`src/hw/fpu_defines.svh`:
```
// Widths and encodings of the FP32 non-computational unit, included by RTL and bench alike
`ifndef FPU_DEFINES_SVH
`define FPU_DEFINES_SVH

// ----------------------------------------
// Datapath widths
// ----------------------------------------
`define FPU_FLEN        32  // Operand and result width
`define FPU_TAG_BITS    3   // Transaction tag width
`define FPU_STATUS_BITS 5   // NV DZ OF UF NX, MSB first
`define FPU_ST_NV       4   // Invalid-operation flag position

// Canonical quiet NaN returned when both min/max operands are NaN
`define FPU_CANON_NAN   32'h7FC0_0000

// ----------------------------------------
// Sub-operation codes taken from rm[1:0]
// ----------------------------------------
`define FPU_SUB_SGNJ    2'd0  // B's sign
`define FPU_SUB_SGNJN   2'd1  // Inverted B sign
`define FPU_SUB_SGNJX   2'd2  // A xor B sign
`define FPU_SUB_COPY    2'd3  // Plain move of A
`define FPU_SUB_LE      2'd0
`define FPU_SUB_LT      2'd1
`define FPU_SUB_EQ      2'd2

`endif
```
`src/hw/fpu_pkg.sv`:
```
// Types of the FP32 non-computational unit; every file reaches them through fpu_pkg:: names
`include "fpu_defines.svh"

package fpu_pkg;

    // ----------------------------------------
    // Operators seen at the request port
    // ----------------------------------------
    typedef enum logic [2:0] {
        FSGNJ,     // Sign injection, flavour in rm[1:0]
        FMV_F2X,   // FP register to integer register
        FMV_X2F,   // Integer register to FP register
        FMIN_MAX,  // rm[0] picks min or max
        FCMP,      // rm[1:0] picks le, lt or eq
        FCLASS     // Ten-bit class mask
    } fpu_op_e;

    // IEEE 754 single-precision layout
    typedef struct packed {
        logic       sign;
        logic [7:0] exponent;
        logic [22:0] mantissa;
    } fp32_fields_t;

    // One word, seen either as raw bits or as its fields
    typedef union packed {
        logic [`FPU_FLEN-1:0] raw;
        fp32_fields_t         fields;
    } fp32_u;

    // Incoming request
    typedef struct packed {
        fpu_op_e                  op;
        logic [2:0]               rm;         // Only [1:0] carries meaning
        logic [`FPU_FLEN-1:0]     operand_a;
        logic [`FPU_FLEN-1:0]     operand_b;
        logic [`FPU_TAG_BITS-1:0] tag;
    } fpu_req_t;

    // Execution unit a micro-op is steered to
    typedef enum logic {
        UNIT_SGNJ,
        UNIT_CMP
    } fpu_unit_e;

    // Decoded micro-op, as held in the issue buffer
    typedef struct packed {
        fpu_unit_e                unit;
        fpu_op_e                  op;         // Lets the compare unit tell its three jobs apart
        logic [1:0]               sub_op;
        fp32_u                    operand_a;
        fp32_u                    operand_b;
        logic [`FPU_TAG_BITS-1:0] tag;
    } fpu_uop_t;

    // Response leaving a unit and the output stage
    typedef struct packed {
        logic [`FPU_FLEN-1:0]        result;
        logic [`FPU_STATUS_BITS-1:0] status;
        logic [`FPU_TAG_BITS-1:0]    tag;
    } fpu_rsp_t;

endpackage

```
`src/hw/fpu_nc_top.sv`:
```
// Top level of the FP32 non-computational unit: decode, issue buffer, two units and output stage
`timescale 1ns/1ps

module fpu_nc_top (
    input  logic              clk_i,
    input  logic              rst_ni,
    input  logic              flush_i,
    input  logic              in_valid_i,
    output logic              in_ready_o,
    input  fpu_pkg::fpu_req_t in_req_i,
    output logic              out_valid_o,
    input  logic              out_ready_i,
    output fpu_pkg::fpu_rsp_t out_rsp_o
);

    fpu_pkg::fpu_uop_t dec_uop, iss_uop;
    logic              sgnj_issue, cmp_issue;   // Steered valids into stage 1
    logic              advance;                 // Common stage-1 enable
    logic              sgnj_valid, cmp_valid;
    fpu_pkg::fpu_rsp_t sgnj_rsp, cmp_rsp;

    fpu_op_decode u_op_decode (.req_i(in_req_i), .uop_o(dec_uop));

    fpu_issue_buffer u_issue_buffer (
        .clk_i, .rst_ni, .flush_i,
        .in_valid_i, .in_ready_o, .uop_i(dec_uop),
        .sgnj_valid_o(sgnj_issue), .cmp_valid_o(cmp_issue),
        .unit_ready_i(advance), .uop_o(iss_uop)
    );

    // ----------------------------------------
    // Execution units side by side
    // ----------------------------------------
    fpu_sgnj_unit u_sgnj_unit (
        .clk_i, .rst_ni, .flush_i, .valid_i(sgnj_issue), .advance_i(advance),
        .uop_i(iss_uop), .valid_o(sgnj_valid), .rsp_o(sgnj_rsp)
    );

    fpu_cmp_unit u_cmp_unit (
        .clk_i, .rst_ni, .flush_i, .valid_i(cmp_issue), .advance_i(advance),
        .uop_i(iss_uop), .valid_o(cmp_valid), .rsp_o(cmp_rsp)
    );

    fpu_result_merge u_result_merge (
        .clk_i, .rst_ni, .flush_i,
        .sgnj_valid_i(sgnj_valid), .sgnj_rsp_i(sgnj_rsp),
        .cmp_valid_i(cmp_valid), .cmp_rsp_i(cmp_rsp), .ready_o(advance),
        .out_valid_o, .out_ready_i, .out_rsp_o
    );

endmodule

```
`src/hw/fpu_result_merge.sv`:
```
// Output register that takes the valid unit response and drives the valid/ready output port
`timescale 1ns/1ps

module fpu_result_merge (
    input  logic              clk_i,
    input  logic              rst_ni,
    input  logic              flush_i,
    input  logic              sgnj_valid_i,
    input  fpu_pkg::fpu_rsp_t sgnj_rsp_i,
    input  logic              cmp_valid_i,
    input  fpu_pkg::fpu_rsp_t cmp_rsp_i,
    output logic              ready_o,
    output logic              out_valid_o,
    input  logic              out_ready_i,
    output fpu_pkg::fpu_rsp_t out_rsp_o
);

    logic              any_valid;
    fpu_pkg::fpu_rsp_t rsp_d;

    // At most one unit holds an item, so a plain select is enough
    assign any_valid = sgnj_valid_i || cmp_valid_i;
    assign rsp_d     = sgnj_valid_i ? sgnj_rsp_i : cmp_rsp_i;

    // Register free or being drained, doubles as the stage-advance signal
    assign ready_o = !out_valid_o || out_ready_i;

    // ----------------------------------------
    // Output register
    // ----------------------------------------
    always_ff @(posedge clk_i or negedge rst_ni) begin : p_valid
        if (!rst_ni) begin
            out_valid_o <= 1'b0;
        end else if (flush_i) begin
            out_valid_o <= 1'b0;
        end else if (ready_o) begin
            out_valid_o <= any_valid;
        end
    end

    // Held steady while the consumer stalls
    always_ff @(posedge clk_i) begin : p_data
        if (ready_o && any_valid) out_rsp_o <= rsp_d;
    end

endmodule

```
`src/hw/fpu_cmp_unit.sv`:
```
// Min/max, comparisons and classification of FP32 operands with NV flag, one pipeline register
`timescale 1ns/1ps
`include "fpu_defines.svh"

module fpu_cmp_unit (
    input  logic              clk_i,
    input  logic              rst_ni,
    input  logic              flush_i,
    input  logic              valid_i,
    input  logic              advance_i,
    input  fpu_pkg::fpu_uop_t uop_i,
    output logic              valid_o,
    output fpu_pkg::fpu_rsp_t rsp_o
);

    fpu_pkg::fp32_u    a, b;
    logic              a_exp_max, b_exp_max, a_exp_zero;
    logic              a_nan, b_nan, a_snan, b_snan, any_nan, any_snan;
    logic              both_zero, mag_lt, bits_eq;
    logic              a_lt_tot;   // Total order, -0 below +0
    logic              a_lt_b, a_eq_b;
    logic [9:0]        class_mask;
    fpu_pkg::fpu_rsp_t rsp_d;

    assign a = uop_i.operand_a;
    assign b = uop_i.operand_b;

    // ----------------------------------------
    // Operand classes
    // ----------------------------------------
    assign a_exp_max  = &a.fields.exponent;
    assign b_exp_max  = &b.fields.exponent;
    assign a_exp_zero = ~|a.fields.exponent;
    assign a_nan      = a_exp_max && |a.fields.mantissa;
    assign b_nan      = b_exp_max && |b.fields.mantissa;
    assign a_snan     = a_nan && !a.fields.mantissa[22];  // Quiet bit clear
    assign b_snan     = b_nan && !b.fields.mantissa[22];
    assign any_nan    = a_nan || b_nan;
    assign any_snan   = a_snan || b_snan;
    assign both_zero  = ~|a.raw[`FPU_FLEN-2:0] && ~|b.raw[`FPU_FLEN-2:0];

    // Sign-magnitude ordering on the raw bits
    assign mag_lt   = a.raw[`FPU_FLEN-2:0] < b.raw[`FPU_FLEN-2:0];
    assign bits_eq  = a.raw == b.raw;
    assign a_lt_tot = (a.fields.sign != b.fields.sign) ? a.fields.sign
                    : (a.fields.sign ? (!mag_lt && !bits_eq) : mag_lt);
    assign a_lt_b   = a_lt_tot && !both_zero;  // Zeros compare equal
    assign a_eq_b   = bits_eq || both_zero;

    // RISC-V class bits, -inf at bit 0 up to qNaN at bit 9
    assign class_mask[0] = a.fields.sign && a_exp_max && ~|a.fields.mantissa;
    assign class_mask[1] = a.fields.sign && !a_exp_max && !a_exp_zero;
    assign class_mask[2] = a.fields.sign && a_exp_zero && |a.fields.mantissa;
    assign class_mask[3] = a.fields.sign && a_exp_zero && ~|a.fields.mantissa;
    assign class_mask[4] = !a.fields.sign && a_exp_zero && ~|a.fields.mantissa;
    assign class_mask[5] = !a.fields.sign && a_exp_zero && |a.fields.mantissa;
    assign class_mask[6] = !a.fields.sign && !a_exp_max && !a_exp_zero;
    assign class_mask[7] = !a.fields.sign && a_exp_max && ~|a.fields.mantissa;
    assign class_mask[8] = a_snan;
    assign class_mask[9] = a_nan && !a_snan;

    // ----------------------------------------
    // Result and flags
    // ----------------------------------------
    always_comb begin : p_result
        rsp_d.result = '0;
        rsp_d.status = '0;
        rsp_d.tag    = uop_i.tag;

        case (uop_i.op)
            fpu_pkg::FMIN_MAX: begin
                if (a_nan && b_nan)  rsp_d.result = `FPU_CANON_NAN;
                else if (a_nan)      rsp_d.result = b.raw;  // NaN loses to a number
                else if (b_nan)      rsp_d.result = a.raw;
                else if (uop_i.sub_op[0]) rsp_d.result = a_lt_tot ? b.raw : a.raw;  // Max
                else                 rsp_d.result = a_lt_tot ? a.raw : b.raw;       // Min
                rsp_d.status[`FPU_ST_NV] = any_snan;
            end
            fpu_pkg::FCMP: begin
                case (uop_i.sub_op)
                    `FPU_SUB_LE: begin
                        rsp_d.result[0]          = !any_nan && (a_lt_b || a_eq_b);
                        rsp_d.status[`FPU_ST_NV] = any_nan;   // Signaling compare
                    end
                    `FPU_SUB_LT: begin
                        rsp_d.result[0]          = !any_nan && a_lt_b;
                        rsp_d.status[`FPU_ST_NV] = any_nan;
                    end
                    `FPU_SUB_EQ: begin
                        rsp_d.result[0]          = !any_nan && a_eq_b;
                        rsp_d.status[`FPU_ST_NV] = any_snan;  // Quiet compare
                    end
                    default: ;  // rm 3 returns zero, no flags
                endcase
            end
            default: rsp_d.result = {{(`FPU_FLEN-10){1'b0}}, class_mask};  // FCLASS
        endcase
    end

    always_ff @(posedge clk_i or negedge rst_ni) begin : p_valid
        if (!rst_ni)        valid_o <= 1'b0;
        else if (flush_i)   valid_o <= 1'b0;
        else if (advance_i) valid_o <= valid_i;  // Bubble when not selected
    end

    always_ff @(posedge clk_i) begin : p_data
        if (advance_i && valid_i) rsp_o <= rsp_d;
    end

endmodule

```
`src/hw/fpu_sgnj_unit.sv`:
```
// Sign injection and register moves, one pipeline register, advanced by the output stage
`timescale 1ns/1ps
`include "fpu_defines.svh"

module fpu_sgnj_unit (
    input  logic              clk_i,
    input  logic              rst_ni,
    input  logic              flush_i,
    input  logic              valid_i,
    input  logic              advance_i,
    input  fpu_pkg::fpu_uop_t uop_i,
    output logic              valid_o,
    output fpu_pkg::fpu_rsp_t rsp_o
);

    logic              new_sign;
    fpu_pkg::fpu_rsp_t rsp_d;

    // ----------------------------------------
    // Sign selection
    // ----------------------------------------
    always_comb begin : p_sign
        case (uop_i.sub_op)
            `FPU_SUB_SGNJ:  new_sign = uop_i.operand_b.fields.sign;
            `FPU_SUB_SGNJN: new_sign = ~uop_i.operand_b.fields.sign;
            `FPU_SUB_SGNJX: new_sign = uop_i.operand_a.fields.sign ^ uop_i.operand_b.fields.sign;
            default:        new_sign = uop_i.operand_a.fields.sign;  // Copy keeps A's sign
        endcase

        // Magnitude always from A, copy passes A untouched
        rsp_d.result = {new_sign, uop_i.operand_a.raw[`FPU_FLEN-2:0]};
        rsp_d.status = '0;  // No exceptions possible
        rsp_d.tag    = uop_i.tag;
    end

    // Stage valid, loads a bubble when the other unit was chosen
    always_ff @(posedge clk_i or negedge rst_ni) begin : p_valid
        if (!rst_ni) begin
            valid_o <= 1'b0;
        end else if (flush_i) begin
            valid_o <= 1'b0;
        end else if (advance_i) begin
            valid_o <= valid_i;
        end
    end

    always_ff @(posedge clk_i) begin : p_data
        if (advance_i && valid_i) rsp_o <= rsp_d;
    end

endmodule

```
`src/hw/fpu_issue_buffer.sv`:
```
// Upstream hold register with READY/STALL FSM, steers each micro-op to its execution unit
`timescale 1ns/1ps

module fpu_issue_buffer (
    input  logic              clk_i,
    input  logic              rst_ni,
    input  logic              flush_i,
    input  logic              in_valid_i,
    output logic              in_ready_o,
    input  fpu_pkg::fpu_uop_t uop_i,
    output logic              sgnj_valid_o,
    output logic              cmp_valid_o,
    input  logic              unit_ready_i,
    output fpu_pkg::fpu_uop_t uop_o
);

    typedef enum logic {READY, STALL} state_e;

    state_e            state_q, state_d;
    fpu_pkg::fpu_uop_t uop_q;        // Hold register
    logic              hold_inputs;  // Capture the incoming micro-op
    logic              use_hold;     // Offer the held micro-op downstream
    logic              unit_valid;

    // ----------------------------------------
    // Protocol inversion FSM
    // ----------------------------------------
    always_comb begin : p_fsm
        in_ready_o  = 1'b0;
        unit_valid  = 1'b0;
        hold_inputs = 1'b0;
        use_hold    = 1'b0;
        state_d     = state_q;

        case (state_q)
            READY: begin
                in_ready_o = 1'b1;        // Every valid request is taken here
                unit_valid = in_valid_i;  // Pass straight through
                // Downstream busy, park the request and stall upstream
                if (in_valid_i && !unit_ready_i) begin
                    hold_inputs = 1'b1;
                    state_d     = STALL;
                end
            end
            STALL: begin
                unit_valid = 1'b1;
                use_hold   = 1'b1;
                if (unit_ready_i) state_d = READY;  // Held item consumed
            end
            default: state_d = READY;
        endcase

        // Flush drops the held item
        if (flush_i) state_d = READY;
    end

    always_ff @(posedge clk_i or negedge rst_ni) begin : p_state
        if (!rst_ni) begin
            state_q <= READY;
        end else begin
            state_q <= state_d;
        end
    end

    // Payload only, validity lives in the FSM state
    always_ff @(posedge clk_i) begin : p_hold
        if (hold_inputs) uop_q <= uop_i;
    end

    // ----------------------------------------
    // Data select and steering
    // ----------------------------------------
    assign uop_o        = use_hold ? uop_q : uop_i;
    assign sgnj_valid_o = unit_valid && (uop_o.unit == fpu_pkg::UNIT_SGNJ);
    assign cmp_valid_o  = unit_valid && (uop_o.unit == fpu_pkg::UNIT_CMP);

endmodule

```
`src/hw/fpu_op_decode.sv`:
```
// Combinational decode of operator and rm field into a micro-op for the sign-injection or compare unit
`timescale 1ns/1ps
`include "fpu_defines.svh"

module fpu_op_decode (
    input  fpu_pkg::fpu_req_t req_i,
    output fpu_pkg::fpu_uop_t uop_o
);

    // ----------------------------------------
    // Operator translation
    // ----------------------------------------
    always_comb begin : p_decode
        // Operands and tag travel unchanged
        uop_o.op            = req_i.op;
        uop_o.operand_a.raw = req_i.operand_a;
        uop_o.operand_b.raw = req_i.operand_b;
        uop_o.tag           = req_i.tag;
        // Unknown operators fall back to a plain move
        uop_o.unit          = fpu_pkg::UNIT_SGNJ;
        uop_o.sub_op        = `FPU_SUB_COPY;

        // rm[2] is ignored for every operator
        case (req_i.op)
            fpu_pkg::FSGNJ: begin
                uop_o.unit   = fpu_pkg::UNIT_SGNJ;
                uop_o.sub_op = req_i.rm[1:0];  // 3 gives a copy
            end

            // Both moves are a raw copy of A, nothing recoded
            fpu_pkg::FMV_F2X,
            fpu_pkg::FMV_X2F: begin
                uop_o.unit   = fpu_pkg::UNIT_SGNJ;
                uop_o.sub_op = `FPU_SUB_COPY;
            end

            fpu_pkg::FMIN_MAX: begin
                uop_o.unit   = fpu_pkg::UNIT_CMP;
                uop_o.sub_op = {1'b0, req_i.rm[0]};  // 0 min, 1 max
            end

            fpu_pkg::FCMP: begin
                uop_o.unit   = fpu_pkg::UNIT_CMP;
                uop_o.sub_op = req_i.rm[1:0];  // le, lt, eq, or 3 for none
            end

            fpu_pkg::FCLASS: begin
                uop_o.unit   = fpu_pkg::UNIT_CMP;
                uop_o.sub_op = 2'd0;  // Classify has no variants
            end

            default: begin
                uop_o.unit   = fpu_pkg::UNIT_SGNJ;
                uop_o.sub_op = `FPU_SUB_COPY;
            end
        endcase
    end

endmodule

```
`config.mk`:
```
export PLATFORM = sky130hd
export DESIGN_NAME = fpu_nc_top
export DESIGN_NICKNAME = d
export VERILOG_FILES = /design/src/hw/fpu_pkg.sv /design/src/hw/fpu_nc_top.sv /design/src/hw/fpu_result_merge.sv /design/src/hw/fpu_cmp_unit.sv /design/src/hw/fpu_sgnj_unit.sv /design/src/hw/fpu_issue_buffer.sv /design/src/hw/fpu_op_decode.sv
export VERILOG_INCLUDE_DIRS = /design/src /design/src/hw
export SDC_FILE = /design/constraint.sdc
export NUM_CORES = 1
export LEC_CHECK = 0
export BUFFER_PORTS_ARGS = -buffer_cell sky130_fd_sc_hd__buf_2
export CAP_MARGIN = 0
export CORE_MARGIN = 2
export CORE_UTILIZATION = 40
export DETAILED_ROUTE_END_ITERATION = 12
export HOLD_SLACK_MARGIN = 0.06
export PLACE_DENSITY = 0.54
export SYNTH_ARGS = -nofsm -noshare
export SYNTH_HDL_FRONTEND = slang
export SYNTH_HIERARCHICAL = 1
export SYNTH_SLANG_ARGS = --single-unit
```
`constraint.sdc`:
```
create_clock -name clk_i -period 9.72 [get_ports clk_i]
set_clock_uncertainty 0.2 [all_clocks]
set_input_delay 1.458 -clock clk_i [delete_from_list [all_inputs] [get_ports clk_i]]
set_output_delay 1.458 -clock clk_i [all_outputs]
set_load 0.005 [all_outputs]
```
**Word-level counts from Yosys, hierarchy flattened**

Index checks and enable logic that the tools add are counted.
W data, S select, Z words.

- Flip-flop bits (word level): 188
- Bits of input ports: 78

- Order comparisons: 1
- Eq/ne operators: 9
- Mux-type cells: 31
- Bitwise operators: 4
- Reductions and logical operators: 65

Operators by type and width:

| kind | number |
|---|---|
| $mux W32 | 6 |
| $mux W73 | 1 |
| $pmux W31 S2 | 1 |
| $reduce_or A31 Y1 | 2 |
| $reduce_or A23 Y1 | 2 |
| $mux W40 | 1 |
| $eq A32 B32 Y1 | 1 |
| $logic_and A1 B1 Y1 | 32 |
| $lt A31 B31 Y1 | 1 |
| $reduce_and A8 Y1 | 2 |
| $logic_not A1 Y1 | 15 |
| $mux W1 | 15 |
| $pmux W2 S3 | 2 |
| $eq A3 B3 Y1 const B | 3 |
| $pmux W1 S2 | 4 |
| $reduce_or A8 Y1 | 1 |
| $eq A3 B2 Y1 const B | 2 |
| $logic_or A1 B1 Y1 | 6 |
| $logic_not A3 Y1 | 1 |
| $not A1 Y1 | 3 |
| $pmux W1 S3 | 1 |
| $reduce_or A3 Y1 | 1 |
| $eq A2 B1 Y1 const B | 1 |
| $eq A2 B2 Y1 const B | 1 |
| 5 further kinds | 5 |

**Depth between registers and ports, before layout**

Gate-level depths: netlist (run 1).

- Depth after elaboration: 15
- Mapped depth: 15
- Gate-level depth less buffers: 11

**Cells and area by module**

The synthesis (run 1) kept the hierarchy.

By module, submodules not included:

| module | instances | cells each | area an instance (sq um) | seq. area each (sq um) |
|---|---|---|---|---|
| fpu_issue_buffer | 1 | 166 | 3206.8 | 2217.1 |
| fpu_cmp_unit | 1 | 337 | 3175.5 | 1106.1 |
| fpu_result_merge | 1 | 90 | 1933.1 | 1226.2 |
| fpu_sgnj_unit | 1 | 50 | 1181.1 | 1076.0 |
| fpu_op_decode | 1 | 79 | 573.0 | 0.0 |

**Least setup slack after synthesis (run 1)**

OpenSTA, ideal clock, no wires.

- Path kind: input port to flip-flop
- From: input out_ready_i
- To: register u_issue_buffer/uop_q[0] (netlist name) (enable)
- Arrival: 4.783 ns
- Data required time: 9.016 ns
- Setup slack: 4.233 ns
- Stages on the path: 2
- Buffers on the path: 0
- Cells stage by stage: nand2b_1 nor2_1

- Longest elaborated chain between the ends: 5

Ends and longest elaborated chain:

| element | RTL line | RTL |
|---|---|---|
| start, declared | fpu_nc_top.sv:12 | `input logic out_ready_i,` |
| $logic_or A1 B1 Y1 | fpu_result_merge.sv:26 | `assign ready_o = !out_valid_o \|\| out_ready_i;` |
| $logic_not A1 Y1 | fpu_issue_buffer.sv:40 | `if (in_valid_i && !unit_ready_i) begin` |
| $logic_and A1 B1 Y1 | fpu_issue_buffer.sv:40 |  |
| $mux W1 | fpu_issue_buffer.sv:40 |  |
| $mux W1 | fpu_issue_buffer.sv:35 | `case (state_q)` |
| named net u_issue_buffer.hold_inputs | fpu_issue_buffer.sv:21 | `logic hold_inputs;` |
| end signal, assigned | fpu_issue_buffer.sv:67 | `if (hold_inputs) uop_q <= uop_i;` |
| end, declared | fpu_issue_buffer.sv:20 | `fpu_pkg::fpu_uop_t uop_q;` |

The timed path passes the listed nets, and every way through them passes these cells.
A chain may end at the register's enable or synchronous reset.

==> metrics.txt, run 1 <==
CP Launch Type=flip-flop; max-slew violation count=0; first-pass GRT wire length=31510 um; Mapped Area=10060 um^2; Reg clk slew, reported paths=70 ps; final setup vio count=0; Placer Congestion=0.8603; Hold Crit Class=flip-flop to flip-flop; worst slew pin tran=1089 ps; die height=162.6 um; critical-path cell list=mux2_2, ha_1, a21oi_1, o21ai_1, a221oi_2, nand4_1, nor3_1, nor4_2, nor3_4, buf_4, mux2i_1; Multi-input gate area=3527 um^2; setup total negative slack=0 ps; Rows=58; CP Class=flip-flop to flip-flop; PD cells=165.4 nW/um^2; I/O Buffers=118; Lkg Pwr=4.081 nW; boundary pin count=120; Net count, final=885; DRC Markers=0; syn avg cell area=13.97 um^2; outcome=finished clean; Routed Antenna Nets=0; via/cell ratio=5.046; f_max=208.8 MHz; TritonCTS clock tree=yes; max-cap viol count=0; routed via count=5616; Critical Path End Type=flip-flop; RSZ-0062 raised after global routing=false; Fill cells=2331; final core utilization=43.54%; CP Max Fanout=77; total grt overflow=0; number of global-route vias before repair=5776; Final Hold Fails=0; Avg WL per Cell=17.89 um; ant diodes=0; Worst VDD drop=0.09897 mV; FF/Latch Area=5630 um^2; Starting Density=40.30%; post-CTS setup buffers=0; Root Buffer Master=clkbuf_16; chip width=162.6 um; DIE AREA=26440 um^2; clk_lat worst skew=430 ps; Worst EP required=9790 ps; share of layout cells above drive strength 1=37.04%; Worst path max stage delay=1130 ps; relative slew slack=27.42%; initial antenna violation count=0; Total GRT Usage=15.53%; Slowest cell on crit path=dfrtp_4; pin count of the biggest net entering global routing=78; Routed WL=19920 um; Critical Path AT=4860 ps; min cycle time layout=4790 ps; Max clock buf depth=2; total of warnings raised by yosys=6; Pre-antenna DRT Iters=4; Num CTS Buffers=17; Gate Count Post-Synth=720; Synth-to-Final Area Change=8.034%; cts repair resizes=0; period utilization=49.28%; half-perimeter wire length after detailed placement=13880 um; Core ar.=24960 um^2; H-tree levels=4; DR iter-0 viols=307; TritonCTS Sinks=188; Hold Buf Count CTS=0
==> critical path, delay by kind of cell (launching register included) <==
family	cells	cell delay, ps
fa+ha+maj	1	330
flops	1	1130
mux	2	720
simple gates	4	1270
compound gates	3	510
buf+inv	1	390
==> power by group <==
part	leakage [nW]	total, mW	switching [mW]	internal [mW]
logic	2.09	0.226	0.125	0.101
registers	1.74	0.951	0.0119	0.939
clock network	0.247	0.620	0.297	0.323
==> stage by stage <==
step | setup WS [ps] | hold slack, ps | power (mW) | std cells | instance area (um^2)
3_3_place_gp | 4753 | 328.5 | 1.191 | 1081 | 10360
5_1_grt | 4575 | 360.8 | 1.877 | 1113 | 10870
4_1_cts | 4883 | 349.3 | 1.823 | 1113 | 10870
6_report | 4930 | 346.8 | 1.798 | 1113 | 10870
2_1_floorplan | 4233 | 309.3 | 1.149 | 727 | 10090
3_5_place_dp | 4705 | 333.2 | 1.198 | 1081 | 10360
==> final timing paths <==
path                                   startpoint                          end  slack, ps  cells after the start
setup / recovery           u_issue_buffer/state_q         u_cmp_unit/rsp_o[36]       4930                     11
hold / removal               u_sgnj_unit/rsp_o[9]  u_result_merge/out_rsp_o[9]        350                      1
setup reg to reg           u_issue_buffer/state_q         u_cmp_unit/rsp_o[36]       4930                     11
hold reg to reg              u_sgnj_unit/rsp_o[9]  u_result_merge/out_rsp_o[9]        350                      1
max in group asynchronous                  rst_ni       u_issue_buffer/state_q       8560                      1
min in group asynchronous                  rst_ni       u_issue_buffer/state_q        630                      1
==> cell usage in the layout (no fill, tap or decap), types with 6 or more instances in the layout <==
cell,count
nand3_1,6
mux2_4,53
buf_2,118
buf_4,6
conb_1,9
nand4_1,14
clkbuf_16,17
nand2_1,56
mux2_2,59
nor3_1,11
nor4_1,16
a221o_1,9
inv_1,41
edfxtp_1,184
nor2_1,22
ha_1,37
o21ai_0,7
mux2i_1,22
a21oi_1,19
==> flip-flops by register name, indices dropped and copies added, names as in the netlist <==
name / flops
u_result_merge/out_valid_o: 1
u_cmp_unit/valid_o: 1
u_result_merge/out_rsp_o: 40
u_cmp_unit/rsp_o: 36
u_issue_buffer/state_q: 1
u_sgnj_unit/valid_o: 1
u_issue_buffer/uop_q: 73
u_sgnj_unit/rsp_o: 35
==> metal layers <==
layer | track usage, % | up-vias | share of wire [%] | wire length [um]
li1 | - | 2709 | - | -
met1 | 19.87 | 2757 | 45 | 9031
met2 | 26.36 | 123 | 48 | 9600
met3 | 2.674 | 27 | 4.2 | 843
met4 | 6.074 | 0 | 2.2 | 441
met5 | 0 | - | 0 | 0
==> area by class of cell <==
type                    instances  share of cell area, %
clock inverters                13                 0.7022
multi-input cells             398                  32.45
clock buffers                  19                  3.983
flip-flops and latches        188                  51.80
repair buffers                124                  5.848
inverters                      41                  1.416
well taps                     330                  3.799
Power figures use the tool's default switching activity.
==> inputs of run 2 (changes only) <==
==> constraint.sdc (replaced) <==
create_clock -name clk_i -period 4.9 [get_ports clk_i]
set_clock_uncertainty 0.2 [all_clocks]
set_input_delay 0.735 -clock clk_i [delete_from_list [all_inputs] [get_ports clk_i]]
set_output_delay 0.735 -clock clk_i [all_outputs]
set_load 0.005 [all_outputs]
==> run 2 against run 1 <==
Net effect:
- power up 110%
- sequential share of layout area shrank 0.90 points
- clock power is 130% higher
- final cell count grew 0.90%
- first-iteration DRC count decreased by 3.6%
- global-route usage rose by 0.32 points
- highest routed layer unchanged
==> metrics.txt, run 2 (synthesized netlist as in run 1, its figures left out) <==
outcome=finished clean; I/O Buffers=118; Max clock buf depth=2; Critical Path End Type=flip-flop; max-cap viol count=0; half-perimeter wire length after detailed placement=14680 um; reg2reg path depth=14; Crit Reg-Reg Startpoint=u_issue_buffer/state_q; RSZ-0062 raised after global routing=false; relative slew slack=27.17%; worst slew pin tran=1092 ps; Worst VDD drop=0.1494 mV; DR iter-0 viols=296; Routed Antenna Nets=0; ant diodes=0; worst reg2reg path endpoint=u_cmp_unit/rsp_o[20]; die height=162.6 um; setup total negative slack=0 ps; clk_lat worst skew=430 ps; family with the most delay on the worst path=simple AND/OR/NAND/NOR gates; critical-path cell list=buf_4, mux2_2, inv_1, ha_1, a211oi_1, nor2_1, o31ai_2, a21boi_4, nor3_1, nor4_2, buf_4, nor3_4, buf_12, mux2i_1; CP Class=flip-flop to flip-flop; Routed WL=20160 um; Core ar.=24960 um^2; register with the most flip-flops=u_issue_buffer/uop_q; Worst EP required=4970 ps; Root Buffer Master=clkbuf_16; Avg WL per Cell=17.95 um; most common cell after layout, fill and taps aside=edfxtp_1; Net count, final=895; share of layout cells above drive strength 1=38.21%; initial antenna violation count=0; Starting Density=40.30%; Worst path max stage delay=590 ps; routed via count=5631; hold path cells=1; Slowest cell on crit path=nor3_4; total grt overflow=0; f_max=229.0 MHz; Rows=58; period utilization=89.11%; final setup vio count=0; Total GRT Usage=15.85%; boundary pin count=120; number of global-route vias before repair=5782; Hold Crit Class=input pin to flip-flop; min cycle time layout=4367 ps; Placer Congestion=0.8481; max-slew violation count=0; H-tree levels=4; Num CTS Buffers=17; pin count of the biggest net entering global routing=44; Pre-antenna DRT Iters=5; Synth-to-Final Area Change=9.936%; Critical Path Most Common Cell=buf_4; Critical Path AT=4440 ps; via/cell ratio=5.014; buffers and inverters on the worst path=4; chip width=162.6 um; max reg flops=73; worst hold endpoint=u_issue_buffer/uop_q[23]; Reg2Reg Setup Slack=530 ps; most frequent cells in the layout=184 x edfxtp_1, 118 x buf_2, 59 x mux2_2, 56 x nand2_1, 53 x mux2_4; TritonCTS Sinks=188; DIE AREA=26440 um^2; CP Max Fanout=19; Final Hold Fails=0; top flop regs=u_issue_buffer/uop_q: 73 flops, u_result_merge/out_rsp_o: 40 flops, u_cmp_unit/rsp_o: 36 flops; Power Total=3.741 mW; Reg clk slew, reported paths=70 ps; DRC Markers=0; cts repair resizes=0; Worst Hold Launch=in_req_i[23]; PD cells=338.2 nW/um^2; first-pass GRT wire length=32020 um; CP Launch Type=flip-flop; Lkg Pwr=4.184 nW; TritonCTS clock tree=yes; post-CTS setup buffers=0
## run 2: cell types whose count changed in the layout (fill, tap and decap cells not counted), sizes merged
cell	before	now
buf	124	133
bufinv	0	2
clkbuf	19	17
clkinv	10	5
clkinvlp	2	1
dlygate4sd3	0	1
inv	42	48
## run 2: cell type report
| cell class | instances | area, um^2 |
|---|---|---|
| Fill cell | 2317 | 13900 |
| Clock inverter | 15 | 160.2 |
| Tap cell | 330 | 412.9 |
| Clock buffer | 17 | 425.4 |
| Multi-Input combinational cell | 398 | 3527 |
| Timing Repair Buffer | 134 | 750.7 |
| Inverter | 41 | 153.9 |
| Sequential cell | 188 | 5630 |
## run 2: report_power, final
part | switching [mW] | internal [mW] | leakage, nW
clock | 0.632 | 0.763 | 0.288
combinational | 0.255 | 0.208 | 2.16
sequential | 0.0200 | 1.86 | 1.74
total | 0.907 | 2.83 | 4.18
## run 2: how the worst max path moves through the flow
stage	startpoint	end	slack, ps	cells past startpoint
2_1_floorplan	out_ready_i	u_issue_buffer/uop_q[0]	140	2
3_3_place_gp	in_req_i[65]	u_cmp_unit/rsp_o[18]	610	12
3_5_place_dp	u_issue_buffer/state_q	u_cmp_unit/rsp_o[23]	560	14
4_1_cts	u_issue_buffer/state_q	u_cmp_unit/rsp_o[23]	530	14
5_1_grt	u_issue_buffer/state_q	u_cmp_unit/rsp_o[29]	240	14
6_report	u_issue_buffer/state_q	u_cmp_unit/rsp_o[20]	530	14
## run 2: timing repair
| item | in CTS | in global routing |
|---|---|---|
| endpoints found under the hold margin | 4 | 0 |
| endpoints found under the setup margin | 0 | 0 |
| hold buffers | 1 | 0 |
## run 2: per-stage QoR
| stage | instance area [um^2] | hold WS, ps | worst slack (ps) | instances | utilization (%) |
|---|---|---|---|---|---|
| after floorplan | 10090 | 239.4 | 136.1 | 727 | - |
| after detailed placement | 10470 | 333.6 | 558.4 | 1090 | 41.92 |
| after global routing | 11060 | 274.5 | 243.2 | 1123 | 44.31 |
| final | 11060 | 289.2 | 533.4 | 1123 | 44.31 |
| after CTS | 11060 | 272.3 | 528.4 | 1123 | 44.31 |
| after global placement | 10470 | 329.6 | 614.3 | 1090 | 41.92 |
## run 2: metal layers
layer	routed length, um	track usage, %	share of wire (%)
met1	9208	20.79	46
met4	308	4.988	1.5
met3	789	2.801	3.9
met2	9849	26.85	49
met5	0	0	0
